--- config.mk ---
export PLATFORM = sky130hd
export DESIGN_NAME = mul16_top
export DESIGN_NICKNAME = d
export VERILOG_FILES = /design/src/design/mul16_pkg.sv /design/src/design/array_mult.sv /design/src/design/cla_adder.sv /design/src/design/mul16_top.sv /design/src/design/product_sum.sv /design/src/design/quadrant_products.sv
export SDC_FILE = /design/constraint.sdc
export NUM_CORES = 1
export LEC_CHECK = 0
export ABC_AREA = 1
export BUFFER_PORTS_ARGS = -buffer_cell sky130_fd_sc_hd__buf_2
export CORE_MARGIN = 2
export CORE_UTILIZATION = 60
export CTS_CLUSTER_SIZE = 30
export DETAILED_ROUTE_END_ITERATION = 10
export PLACE_DENSITY = 0.78
export SYNTH_ARGS = -nofsm -noshare
export SYNTH_HDL_FRONTEND = slang
export SYNTH_SLANG_ARGS = --single-unit
--- constraint.sdc ---
create_clock -name clk -period 10.4 [get_ports clk]
set_clock_uncertainty 0.15 [all_clocks]
set_input_delay 2.08 -clock clk [delete_from_list [all_inputs] [get_ports clk]]
set_output_delay 2.08 -clock clk [all_outputs]
set_load 0.01 [all_outputs]
--- src/design/mul16_pkg.sv ---
`default_nettype none

package mul16_pkg;

  // Operand half, full operand and product widths
  localparam int HALF_W = 8;
  localparam int OP_W   = 16;
  localparam int PROD_W = 32;

  // Bits per carry-lookahead group
  localparam int GROUP_W = 4;

  typedef logic [OP_W-1:0]     operand_t;
  typedef logic [HALF_W-1:0]   half_t;
  typedef logic [2*HALF_W-1:0] quad_prod_t;
  typedef logic [PROD_W-1:0]   product_t;

endpackage

`default_nettype wire

--- src/design/array_mult.sv ---
`timescale 1ns/1ps
`default_nettype none

module array_mult #(
  parameter int WIDTH = 8
) (
  input  wire logic [WIDTH-1:0] x,
  input  wire logic [WIDTH-1:0] y,
  output logic [2*WIDTH-1:0]    p
);

  // pp[j] holds x AND y[j] at weight i+j for bit i
  wire [WIDTH-1:0] pp [WIDTH];
  // Running sums and saved carries of each adder row
  wire [WIDTH-1:0] s [WIDTH];
  wire [WIDTH-2:0] c [1:WIDTH-1];
  // Final ripple row
  wire [WIDTH-2:0] rs;
  wire [WIDTH-2:0] rc;

  genvar i, j;

  for (j = 0; j < WIDTH; j++) begin : g_pp
    assign pp[j] = x & {WIDTH{y[j]}};
  end

  assign s[0] = pp[0];

  for (j = 1; j < WIDTH; j++) begin : g_row
    // Top term of the row has nothing to add yet
    assign s[j][WIDTH-1] = pp[j][WIDTH-1];

    for (i = 0; i < WIDTH-1; i++) begin : g_col
      if (j == 1) begin : g_ha
        assign s[j][i] = s[j-1][i+1] ^ pp[j][i];
        assign c[j][i] = s[j-1][i+1] & pp[j][i];
      end else begin : g_fa
        assign s[j][i] = s[j-1][i+1] ^ pp[j][i] ^ c[j-1][i];
        assign c[j][i] = (s[j-1][i+1] & pp[j][i]) |
                         (c[j-1][i] & (s[j-1][i+1] ^ pp[j][i]));
      end
    end
  end

  // Low half falls out of the rows one bit at a time
  for (j = 0; j < WIDTH; j++) begin : g_low
    assign p[j] = s[j][0];
  end

  // Merge the last row's sums and carries
  assign rs[0] = s[WIDTH-1][1] ^ c[WIDTH-1][0];
  assign rc[0] = s[WIDTH-1][1] & c[WIDTH-1][0];

  for (i = 1; i < WIDTH-1; i++) begin : g_final
    assign rs[i] = s[WIDTH-1][i+1] ^ c[WIDTH-1][i] ^ rc[i-1];
    assign rc[i] = (s[WIDTH-1][i+1] & c[WIDTH-1][i]) |
                   (rc[i-1] & (s[WIDTH-1][i+1] ^ c[WIDTH-1][i]));
  end

  assign p[2*WIDTH-2:WIDTH] = rs;
  assign p[2*WIDTH-1]       = rc[WIDTH-2];

endmodule

`default_nettype wire

--- src/design/cla_adder.sv ---
`timescale 1ns/1ps
`default_nettype none

module cla_adder
  import mul16_pkg::*;
#(
  parameter int WIDTH = 32
) (
  input  wire logic [WIDTH-1:0] a,
  input  wire logic [WIDTH-1:0] b,
  output logic [WIDTH-1:0]      sum
);

  // WIDTH must be a whole number of groups
  localparam int NGRP = WIDTH / GROUP_W;

  logic [WIDTH-1:0] p;
  logic [WIDTH-1:0] g;
  logic [WIDTH-1:0] c;
  logic [NGRP-1:0]  grp_p;
  logic [NGRP-1:0]  grp_g;
  logic [NGRP-1:0]  grp_c;

  assign p = a ^ b;
  assign g = a & b;

  // Group propagate/generate, then carries into each group
  always_comb begin
    logic term;
    for (int k = 0; k < NGRP; k++) begin
      grp_p[k] = &p[k*GROUP_W +: GROUP_W];
      grp_g[k] = 1'b0;
      for (int i = 0; i < GROUP_W; i++) begin
        term = g[k*GROUP_W + i];
        for (int m = i + 1; m < GROUP_W; m++) begin
          term = term & p[k*GROUP_W + m];
        end
        grp_g[k] = grp_g[k] | term;
      end
    end

    // Carry-in is zero, so only generate terms reach a group
    grp_c[0] = 1'b0;
    for (int k = 1; k < NGRP; k++) begin
      grp_c[k] = 1'b0;
      for (int m = 0; m < k; m++) begin
        term = grp_g[m];
        for (int n = m + 1; n < k; n++) begin
          term = term & grp_p[n];
        end
        grp_c[k] = grp_c[k] | term;
      end
    end
  end

  // Lookahead inside each group from its incoming carry
  always_comb begin
    logic term;
    for (int k = 0; k < NGRP; k++) begin
      for (int i = 0; i < GROUP_W; i++) begin
        term = grp_c[k];
        for (int m = 0; m < i; m++) begin
          term = term & p[k*GROUP_W + m];
        end
        c[k*GROUP_W + i] = term;
        for (int j = 0; j < i; j++) begin
          term = g[k*GROUP_W + j];
          for (int m = j + 1; m < i; m++) begin
            term = term & p[k*GROUP_W + m];
          end
          c[k*GROUP_W + i] = c[k*GROUP_W + i] | term;
        end
      end
    end
  end

  // Top group carry out is never formed
  assign sum = p ^ c;

endmodule

`default_nettype wire

--- src/design/mul16_top.sv ---
`timescale 1ns/1ps
`default_nettype none

module mul16_top
  import mul16_pkg::*;
(
  input  wire           clk,
  input  wire           rst_n,
  input  wire logic     in_valid,
  input  wire operand_t a,
  input  wire operand_t b,
  output logic          out_valid,
  output product_t      product
);

  logic       quad_valid;
  quad_prod_t prod_ll;
  quad_prod_t prod_lh;
  quad_prod_t prod_hl;
  quad_prod_t prod_hh;

  // Stage 1 quadrant products
  quadrant_products #(
    .WIDTH (HALF_W)
  ) i_quad (
    .clk        (clk),
    .rst_n      (rst_n),
    .in_valid   (in_valid),
    .a          (a),
    .b          (b),
    .quad_valid (quad_valid),
    .prod_ll    (prod_ll),
    .prod_lh    (prod_lh),
    .prod_hl    (prod_hl),
    .prod_hh    (prod_hh)
  );

  // Stage 2 alignment and lookahead sums
  product_sum #(
    .WIDTH (PROD_W)
  ) i_sum (
    .clk        (clk),
    .rst_n      (rst_n),
    .quad_valid (quad_valid),
    .prod_ll    (prod_ll),
    .prod_lh    (prod_lh),
    .prod_hl    (prod_hl),
    .prod_hh    (prod_hh),
    .out_valid  (out_valid),
    .product    (product)
  );

endmodule

`default_nettype wire

--- src/design/product_sum.sv ---
`timescale 1ns/1ps
`default_nettype none

module product_sum
  import mul16_pkg::*;
#(
  parameter int WIDTH = PROD_W
) (
  input  wire             clk,
  input  wire             rst_n,
  input  wire logic       quad_valid,
  input  wire quad_prod_t prod_ll,
  input  wire quad_prod_t prod_lh,
  input  wire quad_prod_t prod_hl,
  input  wire quad_prod_t prod_hh,
  output logic            out_valid,
  output product_t        product
);

  product_t llhh;
  product_t lh_ext;
  product_t hl_ext;
  product_t partial;
  product_t total;

  // hh and ll never overlap so they share one word
  assign llhh = {prod_hh, prod_ll};

  // Cross products sit HALF_W bits up
  assign lh_ext = {{HALF_W{1'b0}}, prod_lh, {HALF_W{1'b0}}};
  assign hl_ext = {{HALF_W{1'b0}}, prod_hl, {HALF_W{1'b0}}};

  cla_adder #(.WIDTH(WIDTH)) i_add_lh (
    .a   (llhh),
    .b   (lh_ext),
    .sum (partial)
  );

  cla_adder #(.WIDTH(WIDTH)) i_add_hl (
    .a   (partial),
    .b   (hl_ext),
    .sum (total)
  );

  always_ff @(posedge clk) begin
    if (!rst_n) begin
      out_valid <= 1'b0;
    end else begin
      out_valid <= quad_valid;
    end
  end

  always_ff @(posedge clk) begin
    if (quad_valid) begin
      product <= total;
    end
  end

endmodule

`default_nettype wire

--- src/design/quadrant_products.sv ---
`timescale 1ns/1ps
`default_nettype none

module quadrant_products
  import mul16_pkg::*;
#(
  parameter int WIDTH = HALF_W
) (
  input  wire             clk,
  input  wire             rst_n,
  input  wire logic       in_valid,
  input  wire operand_t   a,
  input  wire operand_t   b,
  output logic            quad_valid,
  output quad_prod_t      prod_ll,
  output quad_prod_t      prod_lh,
  output quad_prod_t      prod_hl,
  output quad_prod_t      prod_hh
);

  half_t      a_lo;
  half_t      a_hi;
  half_t      b_lo;
  half_t      b_hi;
  quad_prod_t ll;
  quad_prod_t lh;
  quad_prod_t hl;
  quad_prod_t hh;

  assign a_lo = a[HALF_W-1:0];
  assign a_hi = a[OP_W-1:HALF_W];
  assign b_lo = b[HALF_W-1:0];
  assign b_hi = b[OP_W-1:HALF_W];

  // First letter names the half of a, second the half of b
  array_mult #(.WIDTH(WIDTH)) i_mult_ll (.x(a_lo), .y(b_lo), .p(ll));
  array_mult #(.WIDTH(WIDTH)) i_mult_lh (.x(a_lo), .y(b_hi), .p(lh));
  array_mult #(.WIDTH(WIDTH)) i_mult_hl (.x(a_hi), .y(b_lo), .p(hl));
  array_mult #(.WIDTH(WIDTH)) i_mult_hh (.x(a_hi), .y(b_hi), .p(hh));

  always_ff @(posedge clk) begin
    if (!rst_n) begin
      quad_valid <= 1'b0;
    end else begin
      quad_valid <= in_valid;
    end
  end

  // Hold products between pairs
  always_ff @(posedge clk) begin
    if (in_valid) begin
      prod_ll <= ll;
      prod_lh <= lh;
      prod_hl <= hl;
      prod_hh <= hh;
    end
  end

endmodule

`default_nettype wire

### Yosys cells after proc, flatten, opt, wreduce, memory -nomap -nowiden

Cells that the tools add are included.
W data, S select, Z words.

| storage, ports and cells | value |
|---|---|
| register bits | 98 |
| logic and storage cells | 1429 |
| output and inout port bits | 33 |
| input port bits | 35 |

| cells by class | value |
|---|---|
| reduce and logical (&&, ||, !) cells | 12 |
| bitwise logic cells | 1410 |

Operators by type and width:

| operator | count |
|---|---|
| $and A1 B1 Y1 | 590 |
| $xor A1 B1 Y1 | 416 |
| $or A1 B1 Y1 | 366 |
| $and A8 B8 Y8 | 32 |
| $xor A32 B24 Y32 | 2 |
| $xor A32 B32 Y32 | 2 |
| $and A31 B24 Y31 | 2 |
| $reduce_and A4 Y1 | 12 |

### Depth between registers and ports, before layout

Gate-level depths: netlist of run 1.

| depth | value |
|---|---|
| word-level depth | 52 |
| mapped depth | 23 |
| gate-level depth less buffers | 23 |

### Cells and area by module

Synthesis of run 1 repeated with hierarchy kept, for this count alone.

| second synthesis, totals | value |
|---|---|
| cell total of the unflattened synthesis | 1316 |
| area, all modules | 12784.8 um^2 |

By module, submodules not included:

| module | sequential area each (um^2) | instances | cells each | area an instance (um^2) |
|---|---|---|---|---|
| array_mult | 0.0 | 4 | 222 | 1800.5 |
| quadrant_products | 1941.9 | 1 | 67 | 1949.4 |
| cla_adder at i_sum.i_add_hl | 0.0 | 1 | 165 | 1332.5 |
| cla_adder at i_sum.i_add_lh | 0.0 | 1 | 160 | 1308.8 |
| product_sum | 980.9 | 1 | 36 | 992.2 |

### Worst setup path before layout of run 1

OpenSTA, ideal clock, no wires.

| path | value |
|---|---|
| path type | input -> register |
| start | input port b[0] |
| end | register i_quad.prod_ll[14] (data pin) |
| path buffers | 2 |
| slack | 1.716 ns |
| arrival | 8.265 ns |
| stages on the path | 20 |
| setup time | 0.269 ns |
| required time | 9.981 ns |
| cells stage by stage | clkbuf_1 buf_2 nand2_1 inv_1 ha_1 inv_1 fa_1 inv_1 fa_1 fa_1 fa_1 fa_1 fa_1 ha_1 fa_1 fa_1 fa_1 fa_1 fa_1 fa_1 |

| on the way | value |
|---|---|
| cells in the longest elaborated chain, start to end | 27 |
| elaborated cells between the ends (all ways) | 229 |
| classes of those cells | bitwise: 229 |

RTL lines:

| item | RTL line | RTL |
|---|---|---|
| start, declared | mul16_top.sv:11 | `input wire operand_t b,` |
| $and A8 B8 Y8 (*) | array_mult.sv:24 | `assign pp[j] = x & {WIDTH{y[j]}};` |
| $xor A1 B1 Y1 | array_mult.sv:35 | `assign s[j][i] = s[j-1][i+1] ^ pp[j][i];` |
| $xor A1 B1 Y1, on equally long branches | array_mult.sv:40, array_mult.sv:38 |  |
| $and A1 B1 Y1 / $xor A1 B1 Y1 (equally long branches) | array_mult.sv:40, array_mult.sv:38 |  |
| $or A1 B1 Y1, or another cell as far along | array_mult.sv:39 | `assign c[j][i] = (s[j-1][i+1] & pp[j][i]) \|` |
| $and A1 B1 Y1 / $xor A1 B1 Y1 (equally long branches) | array_mult.sv:40, array_mult.sv:38 |  |
| $or A1 B1 Y1, or another cell as far along | array_mult.sv:39 |  |
| $and A1 B1 Y1 / $xor A1 B1 Y1 (equally long branches) | array_mult.sv:40, array_mult.sv:38 |  |
| [12 not listed] | -- |  |
| $and A1 B1 Y1 | array_mult.sv:57 | `(rc[i-1] & (s[WIDTH-1][i+1] ^ c[WIDTH-1][i]));` |
| $or A1 B1 Y1 | array_mult.sv:56 | `assign rc[i] = (s[WIDTH-1][i+1] & c[WIDTH-1][i]) \|` |
| $and A1 B1 Y1 | array_mult.sv:57 |  |
| $or A1 B1 Y1 | array_mult.sv:56 |  |
| $and A1 B1 Y1 | array_mult.sv:57 |  |
| $or A1 B1 Y1 | array_mult.sv:56 |  |
| $xor A1 B1 Y1 (*) | array_mult.sv:55 | `assign rs[i] = s[WIDTH-1][i+1] ^ c[WIDTH-1][i] ^ rc[i-1];` |
| named net i_quad.i_mult_ll.p[14] | array_mult.sv:9 | `output logic [2*WIDTH-1:0] p` |
| end signal, assigned | quadrant_products.sv:52 | `prod_ll <= ll;` |
| end, declared | quadrant_products.sv:15 | `output quad_prod_t prod_ll,` |

Mark *: on every way through the listed nets, which the timed path passes. The rest lies on a longest branch.
A chain may end at the register's enable or synchronous reset.

### Worst setup path after layout of run 1

| path | value |
|---|---|
| start | input port a[6] |
| end | register i_quad.prod_lh[14] (data pin) |

| on the way | value |
|---|---|
| cells in the longest elaborated chain, start to end | 27 |
| elaborated cells between the ends (all ways) | 193 |
| classes of those cells | bitwise: 193 |

RTL lines:

| item | RTL line | RTL |
|---|---|---|
| start, declared | mul16_top.sv:10 | `input wire operand_t a,` |
| $and A8 B8 Y8 | array_mult.sv:24 |  |
| $xor A1 B1 Y1 | array_mult.sv:35 |  |
| $xor A1 B1 Y1 | array_mult.sv:38, array_mult.sv:40 |  |
| $xor A1 B1 Y1 / $and A1 B1 Y1 (equally long branches) | array_mult.sv:38, array_mult.sv:40 |  |
| $xor A1 B1 Y1 / $or A1 B1 Y1 (equally long branches) | array_mult.sv:38, array_mult.sv:40, array_mult.sv:39 |  |
| $xor A1 B1 Y1 / $and A1 B1 Y1 (equally long branches) | array_mult.sv:38, array_mult.sv:40 |  |
| $xor A1 B1 Y1 / $or A1 B1 Y1 (equally long branches) | array_mult.sv:38, array_mult.sv:40, array_mult.sv:39 |  |
| $xor A1 B1 Y1 / $and A1 B1 Y1 (equally long branches) | array_mult.sv:38, array_mult.sv:40 |  |
| [12 not listed] | -- |  |
| $and A1 B1 Y1 | array_mult.sv:57 |  |
| $or A1 B1 Y1 | array_mult.sv:56 |  |
| $and A1 B1 Y1 | array_mult.sv:57 |  |
| $or A1 B1 Y1 | array_mult.sv:56 |  |
| $and A1 B1 Y1 | array_mult.sv:57 |  |
| $or A1 B1 Y1 | array_mult.sv:56 |  |
| $xor A1 B1 Y1 (*) | array_mult.sv:55 |  |
| named net i_quad.i_mult_lh.p[14] | array_mult.sv:9 |  |
| end signal, assigned | quadrant_products.sv:53 | `prod_lh <= lh;` |
| end, declared | quadrant_products.sv:16 | `output quad_prod_t prod_lh,` |

Marked as above.

==> impl_metrics.env, run 1 <==
export IMPL_status="complete, no violations"
export IMPL_synth_xor_area_share_pct=1.996
export IMPL_path_class="input pin to register"
export IMPL_htree_levels=3
export IMPL_cts_sinks=98
export IMPL_yosysSeqAreaShare_pct=25.61
export IMPL_hold_path_class="register to register"
export IMPL_worst_slew_pin_slew_ns=0.8201
export IMPL_portBuffers=67
export IMPL_totalWireLength_um=21540
export IMPL_synth_nets=1533
export IMPL_yosysWarnings=0
export IMPL_p_comb_share_pct=65.0
export IMPL_total_power_w=0.003275
export IMPL_hold_viol=0
export IMPL_cts_setup_buffers=0
export IMPL_cp_arrival_ns=8.44
export IMPL_power_density_mw_per_mm2=271.2
export IMPL_start_util_pct=61.00
export IMPL_dpl_hpwl_um=17630
export IMPL_grt_start_max_net_pins=66
export IMPL_synth_common_cells="inv_1, nand2_1, fa_1, edfxtp_1, ha_1"
export IMPL_drt_vias_per_instance=4.948
export IMPL_clk_path_buf_depth=2
export IMPL_synth_top_area_share_pct=35.09
export IMPL_numCtsBuffers=9
export IMPL_die_h_um=141.9
export IMPL_tns_ns=0
export IMPL_fin_crit_ns=8.501
export IMPL_slew_headroom_pct=45.33
export IMPL_clkPwrFrac_pct=10.4
export IMPL_p_switching_w=0.001455
export IMPL_synth_main_ff_cell="edfxtp_1"
export IMPL_startpoint="a[6]"
export IMPL_post_route_period_util_pct=81.74
export IMPL_synth_area_leaders="fa_1, edfxtp_1, inv_1, nand2_1, ha_1"
export IMPL_cp_max_fo=16
export IMPL_fin_util_pct=64.57
export IMPL_num_vias=7269
export IMPL_max_cap_violations=0
export IMPL_seq_power_share_pct=24.6
export IMPL_reg2regPathDepth=22
export IMPL_cp_required_ns=10.34
export IMPL_synth_top_family_by_area="adder cells"
export IMPL_yosys_cell_types_count=26
export IMPL_firstDrtPassIters=5
export IMPL_rr_startpoint="i_quad.prod_lh[1]$_DFFE_PP_"
export IMPL_synth_compound_area_share_pct=0.7127
export IMPL_synth_fa_ha_area_share_pct=44.30
export IMPL_min_path_cells=0
export IMPL_grt_pass1_vias=7678
export IMPL_wire_per_inst_um=14.66
export IMPL_core_mm2=0.01871
export IMPL_drt_iter0_markers=485
export IMPL_rows=50
export IMPL_synth_edf_count=96
export IMPL_leakage_nw=6.835
export IMPL_synthMuxAreaShare_pct=0
export IMPL_diodes=0
export IMPL_place_gp_congestion=0.8354
export IMPL_yosysTopAreaCell="fa_1"
export IMPL_drc=0
export IMPL_setup_viol_count_final=0
export IMPL_cp_end_kind="register"
export IMPL_dieWidth_um=141.9
export IMPL_avgSynthCellArea_um2=9.399
export IMPL_synthArstFlopShare_pct=0
export IMPL_internal_power_w=0.001820
export IMPL_antenna_found_initial=0
export IMPL_syn_cell_area_mm2=0.01141
export IMPL_drive_gt1_share_pct=8.097
export IMPL_maxSlewViolCount=0
export IMPL_rsz0062_at_grt="no"
export IMPL_cts_tree="yes"
export IMPL_antenna_left=0
export IMPL_rrSetupSlack_ns=6.14
export IMPL_ctsHoldBuffers=0
export IMPL_synth_most_common_cell="inv_1"
export IMPL_grt_util_all_layers_pct=23.61
export IMPL_ys_seq_elements=98
export IMPL_ioPinCount=68
export IMPL_area_growth_pct=5.844
export IMPL_startpoint_type="input pin"
export IMPL_clk_pin_slew_ns=0.07
export IMPL_cts_resized=0
export IMPL_r2r_end="i_sum.product[27]$_DFFE_PP_"
export IMPL_fin_nets=1549
export IMPL_netlist_instances=1214
export IMPL_holdWs_ns=0.2578
export IMPL_die_area_mm2=0.02014
export IMPL_overflow=0
export IMPL_grt_pass1_wl_um=36600
export IMPL_clock_root_buffer="clkbuf_16"
export IMPL_synth_simple_area_share_pct=12.52
export IMPL_critPathCapture="i_quad.prod_lh[14]$_DFFE_PP_"
export IMPL_max_freq_mhz=117.6
export IMPL_ir_drop_mv=0.1973
export IMPL_swShare_pct=44.42
export IMPL_worstSkewPairLatency_ns=0.35
[cell families after synthesis]
kind of cell,count (synthesis)
xor gates and xnor gates,26
adders and majority gates,284
AOI/OAI and AO/OA,13
buffers and inverters,441
and+or+nand+nor,352
DFF,98
[cells in the final DEF, fill, tap and decap left out]
cell type / count
o21ai_0: 1
a22oi_2: 1
o21a_1: 2
clkinv_4: 1
nand4_2: 3
inv_6: 1
xnor2_1: 16
clkinv_2: 1
fa_1: 200
a21oi_2: 1
buf_2: 67
nand3b_2: 2
nand3_1: 16
nand2_2: 3
nand4_1: 4
clkbuf_16: 9
buf_4: 2
nand2_1: 307
dfxtp_1: 2
inv_1: 376
bufinv_16: 1
clkbuf_1: 1
nand3_2: 2
nor2_4: 1
xor2_1: 10
nor2_2: 2
nand3b_1: 1
inv_2: 1
edfxtp_1: 96
a21oi_1: 8
ha_1: 84
inv_8: 2
nor2_1: 11
[layout make-up]
class                   count  area [µm²]
multi-input cells         675        6793
fillers                  1452        6628
flip-flops and latches     98        2923
clock buffers              10       229.0
well taps                 234       292.8
repair buffers             69       350.3
inverters                 377        1415
clock inverters             6       75.07
[layer usage]
| metal | up-vias | routed length (µm) | part of all wire (%) | global-route usage, % |
|---|---|---|---|---|
| li1 | 3469 | - | - | - |
| met1 | 3543 | 9145 | 42 | 31.60 |
| met2 | 226 | 10640 | 49 | 40.65 |
| met3 | 31 | 1266 | 5.9 | 3.206 |
| met4 | 0 | 488 | 2.3 | 7.105 |
| met5 | - | 0 | 0 | 0 |
[critical path: stages]
cell and delay [ns]:
buf_2 0.22, nand2_1 0.11, inv_1 0.04, ha_1 0.26, inv_1 0.05, fa_1 0.53
inv_1 0.06, fa_1 0.52, fa_1 0.47, fa_1 0.47, fa_1 0.51, fa_1 0.49
ha_1 0.22, fa_1 0.39, fa_1 0.39, fa_1 0.39, fa_1 0.39, fa_1 0.40
fa_1 0.44
[state kept, by name, summed over array words and instances (netlist names)]
| register | count |
|---|---|
| i_quad.prod_hh | 16 |
| i_quad.prod_hl | 16 |
| i_quad.prod_lh | 16 |
| i_quad.prod_ll | 16 |
| i_quad.quad_valid | 1 |
| i_sum.out_valid | 1 |
| i_sum.product | 32 |
[stage by stage]
stage / cell area [µm²] / worst slack, ns / std cells
finish: 12080 / 1.899 / 1469
global route: 12080 / 1.635 / 1469
CTS: 12080 / 1.885 / 1469
detailed placement: 11770 / 1.503 / 1453
global placement: 11770 / 1.626 / 1453
floorplan: 11410 / 1.716 / 1214
[worst min path at each step]
stage	from	end
floorplan	i_quad.prod_ll[0]$_DFFE_PP_	i_sum.product[0]$_DFFE_PP_
finish	i_quad.prod_ll[3]$_DFFE_PP_	i_sum.product[3]$_DFFE_PP_
CTS	i_quad.prod_ll[6]$_DFFE_PP_	i_sum.product[6]$_DFFE_PP_
detailed placement	i_quad.prod_ll[6]$_DFFE_PP_	i_sum.product[6]$_DFFE_PP_
global route	i_quad.prod_ll[0]$_DFFE_PP_	i_sum.product[0]$_DFFE_PP_
global placement	i_quad.prod_ll[7]$_DFFE_PP_	i_sum.product[7]$_DFFE_PP_
[power by group through the flow]
| stage | sequential [W] | combinational [W] | clock [W] |
|---|---|---|---|
| 6_report | 0.000806 | 0.00213 | 0.000342 |
| 5_1_grt | 0.000820 | 0.00245 | 0.000361 |
| 4_1_cts | 0.000807 | 0.00215 | 0.000347 |
| 3_5_place_dp | 0.000816 | 0.00214 | 0 |
| 3_3_place_gp | 0.000811 | 0.00203 | 0 |
| 2_1_floorplan | 0.000824 | 0.00148 | 0 |
Note: power is estimated with default switching activity, not from simulation.
==> inputs of run 2 (changes only) <==
==> constraint.sdc (replaced) <==
create_clock -name clk -period 7.9 [get_ports clk]
set_clock_uncertainty 0.15 [all_clocks]
set_input_delay 1.58 -clock clk [delete_from_list [all_inputs] [get_ports clk]]
set_output_delay 1.58 -clock clk [all_outputs]
set_load 0.01 [all_outputs]
==> impl_metrics.env, run 2 (synthesis gave the netlist of run 1 again) <==
export IMPL_multi_input_area_mm2=0.006860
export IMPL_pre_cts_slack_ns=-0.1807
export IMPL_regMostFlops="i_sum.product"
export IMPL_grt_pass1_wl_um=35360
export IMPL_portBuffers=67
export IMPL_total_power_w=0.004212
export IMPL_status="complete, no violations"
export IMPL_max_cap_violations=0
export IMPL_cp_max_fo=8
export IMPL_worstSkewPairLatency_ns=0.34
export IMPL_grt_start_max_net_pins=66
export IMPL_hold_viol=0
export IMPL_clock_root_buffer="clkbuf_16"
export IMPL_ioPinCount=68
export IMPL_startpoint_type="input pin"
export IMPL_clk_pin_slew_ns=0.07
export IMPL_swShare_pct=41.59
export IMPL_dieWidth_um=141.9
export IMPL_worst_slew_pin_slew_ns=0.8488
export IMPL_clkPwrFrac_pct=11.3
export IMPL_seq_power_share_pct=25.0
export IMPL_hold_path_class="register to register"
export IMPL_htree_levels=3
export IMPL_wire_per_inst_um=13.83
export IMPL_cp_arrival_ns=7.59
export IMPL_fin_nets=1582
export IMPL_p_switching_w=0.001752
export IMPL_diodes=0
export IMPL_drt_iter0_markers=398
export IMPL_post_route_period_util_pct=96.98
export IMPL_ff_latch_area_mm2=0.002923
export IMPL_overflow=0
export IMPL_clk_path_buf_depth=2
export IMPL_rsz0062_at_grt="no"
export IMPL_core_mm2=0.01871
export IMPL_place_gp_congestion=0.8490
export IMPL_start_util_pct=61.00
export IMPL_grt_pass1_vias=7790
export IMPL_cts_sinks=98
export IMPL_maxSlewViolCount=0
export IMPL_firstDrtPassIters=5
export IMPL_slew_headroom_pct=43.41
export IMPL_dpl_hpwl_um=17100
export IMPL_largest_register_ffs=32
export IMPL_antenna_found_initial=0
export IMPL_antenna_left=0
export IMPL_num_vias=7382
export IMPL_setup_viol_count_final=0
export IMPL_grt_util_all_layers_pct=22.37
export IMPL_cp_required_ns=7.83
export IMPL_power_density_mw_per_mm2=339.1
export IMPL_max_freq_mhz=130.5
export IMPL_cts_setup_buffers=0
export IMPL_cp_end_kind="register"
export IMPL_final_common_cell="inv_1"
export IMPL_fillers=1385
export IMPL_cts_tree="yes"
export IMPL_area_growth_pct=8.849
export IMPL_ir_drop_mv=0.1591
export IMPL_p_comb_share_pct=63.6
export IMPL_drive_gt1_share_pct=12.62
export IMPL_drt_vias_per_instance=4.915
export IMPL_drc=0
export IMPL_die_area_mm2=0.02014
export IMPL_final_cell_mix="inv_1, nand2_1, fa_1"
export IMPL_setup_slack_ns=0.2388
export IMPL_totalWireLength_um=20780
export IMPL_fin_crit_ns=7.661
export IMPL_ctsHoldBuffers=0
export IMPL_leakage_nw=6.960
export IMPL_path_class="input pin to register"
export IMPL_internal_power_w=0.002460
export IMPL_numCtsBuffers=9
export IMPL_rows=50
export IMPL_die_h_um=141.9
[run 2: cell count changes in the layout (fill, tap and decap cells not counted)]
cell        delta
buf_4         +33
fa_1          -27
fa_2          +27
clkbuf_8       +2
clkinvlp_4     +2
inv_8          -2
bufinv_16      +1
clkinv_2       -1
clkinv_4       -1
inv_6          -1
[run 2: repair_timing]
| item | in CTS | in global routing |
|---|---|---|
| setup endpoints to repair | 0 | 1 |
| endpoints found under the hold margin | 0 | 0 |
| resized for setup | 0 | 1 |
[run 2: final timing paths]
check / endpoint / cells after the start / start / slack [ns]
setup / recovery: i_quad.prod_hh[14]$_DFFE_PP_ / 19 / a[15] / 0.24
hold reg to reg: i_sum.product[5]$_DFFE_PP_ / 0 / i_quad.prod_ll[5]$_DFFE_PP_ / 0.26
setup reg to reg: i_sum.product[31]$_DFFE_PP_ / 22 / i_quad.prod_lh[1]$_DFFE_PP_ / 3.58
hold / removal: i_sum.product[5]$_DFFE_PP_ / 0 / i_quad.prod_ll[5]$_DFFE_PP_ / 0.26
[run 2: layout make-up]
type                       count  area share (%)
inverter                     377           11.39
multi-input combinational    675           55.23
clock buffer                  12           2.065
clock inverter                 4          0.6044
timing repair buffer         102           4.815
tap                          234           2.357
sequential                    98           23.53
[run 2: metal layers]
metal,share of wire [%],wire length [µm],GRT usage (%),vias up
li1,-,-,-,3539
met1,44,9109,29.84,3656
met2,50,10480,39.73,162
met3,3.9,817,2.059,25
met4,1.8,369,6.000,0
met5,0,0,0,-
[run 2: power groups by stage]
| stage | sequential (W) | clock (W) | combinational (W) |
|---|---|---|---|
| 2_1_floorplan | 0.00109 | 0 | 0.00197 |
| 5_1_grt | 0.00107 | 0.000502 | 0.00310 |
| 3_5_place_dp | 0.00107 | 0 | 0.00268 |
| 4_1_cts | 0.00106 | 0.000485 | 0.00272 |
| 6_report | 0.00105 | 0.000478 | 0.00268 |
| 3_3_place_gp | 0.00106 | 0 | 0.00255 |
[run 2: critical path, stage by stage]
cell and delay (ns):
buf_2 0.15, nand2_1 0.07, inv_1 0.04, ha_1 0.26, inv_1 0.05, fa_1 0.50
fa_1 0.51, fa_1 0.56, fa_1 0.44, fa_1 0.54, inv_1 0.05, fa_1 0.43
ha_1 0.21, fa_1 0.38, fa_2 0.35, fa_2 0.34, fa_2 0.34, fa_2 0.34
fa_1 0.42
[run 2: stage by stage]
step | hold slack (ns) | area, µm² | instances | utilization, % | setup TNS, ns
after floorplan | 0.2503 | 11510 | 1214 | - | -0.01135
after global placement | 0.2513 | 12090 | 1486 | 64.62 | -0.4314
after detailed placement | 0.2552 | 12090 | 1486 | 64.62 | -0.9656
after CTS | 0.2677 | 12420 | 1502 | 66.39 | 0
after global routing | 0.2718 | 12420 | 1502 | 66.40 | 0
final | 0.2646 | 12420 | 1502 | 66.40 | 0
==> inputs of run 3 (changes only) <==
--- a/config.mk
+++ b/config.mk
@@ -8,10 +8,11 @@
 export ABC_AREA = 1
 export BUFFER_PORTS_ARGS = -buffer_cell sky130_fd_sc_hd__buf_2
 export CORE_MARGIN = 2
-export CORE_UTILIZATION = 60
+export CORE_UTILIZATION = 64
 export CTS_CLUSTER_SIZE = 30
 export DETAILED_ROUTE_END_ITERATION = 10
-export PLACE_DENSITY = 0.78
+export PLACE_DENSITY = 0.86
+export REMOVE_ABC_BUFFERS = 1
 export SYNTH_ARGS = -nofsm -noshare
 export SYNTH_HDL_FRONTEND = slang
 export SYNTH_SLANG_ARGS = --single-unit
==> impl_metrics.env, run 3 (synthesis gave the netlist of run 1 again) <==
export IMPL_status="complete, no violations"
export IMPL_drc=0
export IMPL_num_vias=7749
export IMPL_diodes=0
export IMPL_slowest_stage="fa_1"
export IMPL_clk_pin_slew_ns=0.08
export IMPL_clk_path_buf_depth=2
export IMPL_cp_arrival_ns=7.83
export IMPL_tns_ns=0
export IMPL_design_area_mm2=0.01239
export IMPL_slowest_delay_ns=0.60
export IMPL_leakage_nw=6.952
export IMPL_r2r_end="i_sum.product[31]$_DFFE_PP_"
export IMPL_ir_drop_mv=0.3085
export IMPL_drive_gt1_share_pct=12.40
export IMPL_cp_required_ns=7.86
export IMPL_maxSlewViolCount=0
export IMPL_die_h_um=137.5
export IMPL_hold_viol=0
export IMPL_final_common_cell="inv_1"
export IMPL_rrSetupSlack_ns=3.57
export IMPL_total_power_w=0.004339
export IMPL_cp_max_fo=11
export IMPL_start_util_pct=65.74
export IMPL_cp_cell_sequence="clkbuf_4, nand2_1, inv_1, ha_1, fa_1, fa_1, fa_1, inv_1, fa_1, fa_1, inv_1, fa_1, ha_1, fa_2, fa_2, fa_2, fa_1, fa_1, fa_1"
export IMPL_worstSkewPairLatency_ns=0.36
export IMPL_fin_nets=1580
export IMPL_grt_start_max_net_pins=66
export IMPL_fin_crit_ns=7.874
export IMPL_cts_sinks=98
export IMPL_fin_util_pct=71.37
export IMPL_grt_pass1_vias=8460
export IMPL_min_path_cells=0
export IMPL_die_area_mm2=0.01891
export IMPL_antenna_found_initial=1
export IMPL_firstDrtPassIters=5
export IMPL_ioPinCount=68
export IMPL_drt_iter0_markers=649
export IMPL_crit_top_cell="fa_1"
export IMPL_clock_root_buffer="clkbuf_16"
export IMPL_slew_headroom_pct=39.88
export IMPL_dpl_hpwl_um=18250
export IMPL_worst_slew_pin_slew_ns=0.9017
export IMPL_rr_startpoint="i_quad.prod_lh[1]$_DFFE_PP_"
export IMPL_post_route_period_util_pct=99.67
export IMPL_max_cap_violations=0
export IMPL_place_gp_congestion=0.8586
export IMPL_setup_viol_count_final=0
export IMPL_totalWireLength_um=23960
export IMPL_drt_vias_per_instance=5.197
export IMPL_core_mm2=0.01736
export IMPL_hold_path_class="register to register"
export IMPL_final_cell_mix="inv_1, nand2_1, fa_1"
export IMPL_grt_util_all_layers_pct=27.28
export IMPL_overflow=0
export IMPL_critPathCapture="i_quad.prod_hh[14]$_DFFE_PP_"
export IMPL_portBuffers=67
export IMPL_cts_tree="yes"
export IMPL_max_freq_mhz=127.0
export IMPL_power_density_mw_per_mm2=350.3
export IMPL_rows=48
export IMPL_reg2regPathDepth=22
export IMPL_grt_pass1_wl_um=38970
export IMPL_path_class="input pin to register"
export IMPL_numCtsBuffers=9
export IMPL_regMostFlops="i_sum.product"
export IMPL_dieWidth_um=137.5
export IMPL_ctsHoldBuffers=0
export IMPL_antenna_left=0
export IMPL_startpoint_type="input pin"
export IMPL_wire_per_inst_um=16.07
export IMPL_htree_levels=3
export IMPL_cp_end_kind="register"
export IMPL_dpl_cell_area_mm2=0.01201
export IMPL_area_growth_pct=8.553
export IMPL_startpoint="a[14]"
export IMPL_largest_register_ffs=32
run 3: cell types whose count changed in the layout (fill, tap and decap cells not counted), sizes merged:
cell / previous run / this run
clkbuf: 12 / 11
clkinvlp: 2 / 1
buf: 102 / 99
inv: 377 / 378
clkinv: 0 / 3
bufinv: 2 / 1
run 3: worst min-delay path by stage:
stage	from	end	slack [ns]
finish	i_quad.prod_ll[4]$_DFFE_PP_	i_sum.product[4]$_DFFE_PP_	0.27
global route	i_quad.prod_ll[1]$_DFFE_PP_	i_sum.product[1]$_DFFE_PP_	0.27
CTS	i_quad.prod_ll[4]$_DFFE_PP_	i_sum.product[4]$_DFFE_PP_	0.27
detailed placement	i_quad.prod_ll[4]$_DFFE_PP_	i_sum.product[4]$_DFFE_PP_	0.25
global placement	i_quad.prod_ll[6]$_DFFE_PP_	i_sum.product[6]$_DFFE_PP_	0.25
floorplan	i_quad.prod_ll[0]$_DFFE_PP_	i_sum.product[0]$_DFFE_PP_	0.25
run 3: through the flow:
step           setup slack, ns  instances  hold slack, ns
6_report               0.02635       1491          0.2651
5_1_grt               -0.08163       1491          0.2740
4_1_cts               0.004754       1491          0.2654
3_5_place_dp           -0.4832       1475          0.2545
3_3_place_gp           -0.2998       1475          0.2521
2_1_floorplan        -0.001066       1150          0.2503
run 3: cell type report:
cell class	count	area, µm²
clock inverter	6	65.06
timing repair buffer	100	598.1
fill	1138	4970
sequential	98	2923
clock buffer	10	239.0
multi-input combinational	675	6865
inverter	377	1415
tap	225	281.5
run 3: critical path: cells and delay by family:
kind	cells	cell delay [ns]
adders and majority gates	14	5.78
buffers and inverters	4	0.37
and+or+nand+nor	1	0.08
run 3: what timing repair did:
item	4_1_cts	5_1_grt
pin swaps	5	16
buffers inserted	0	0
endpoints found under the setup margin	3	8
resized for setup	4	22
hold endpoints to repair	0	0
run 3: report_power, final:
group | total [W] | switching [W] | internal (W)
sequential | 0.00106 | 0.0000695 | 0.000988
clock | 0.000460 | 0.000205 | 0.000255
combinational | 0.00282 | 0.00161 | 0.00121
run 3: routing by layer:
layer	up-vias	share of wire [%]	GRT usage (%)	wire (µm)
met3	98	7.5	4.562	1804
met1	3769	37	33.50	8982
met4	2	4.1	13.00	988
met5	-	0.067	0	16
met2	349	51	47.18	12170
li1	3531	-	-	-
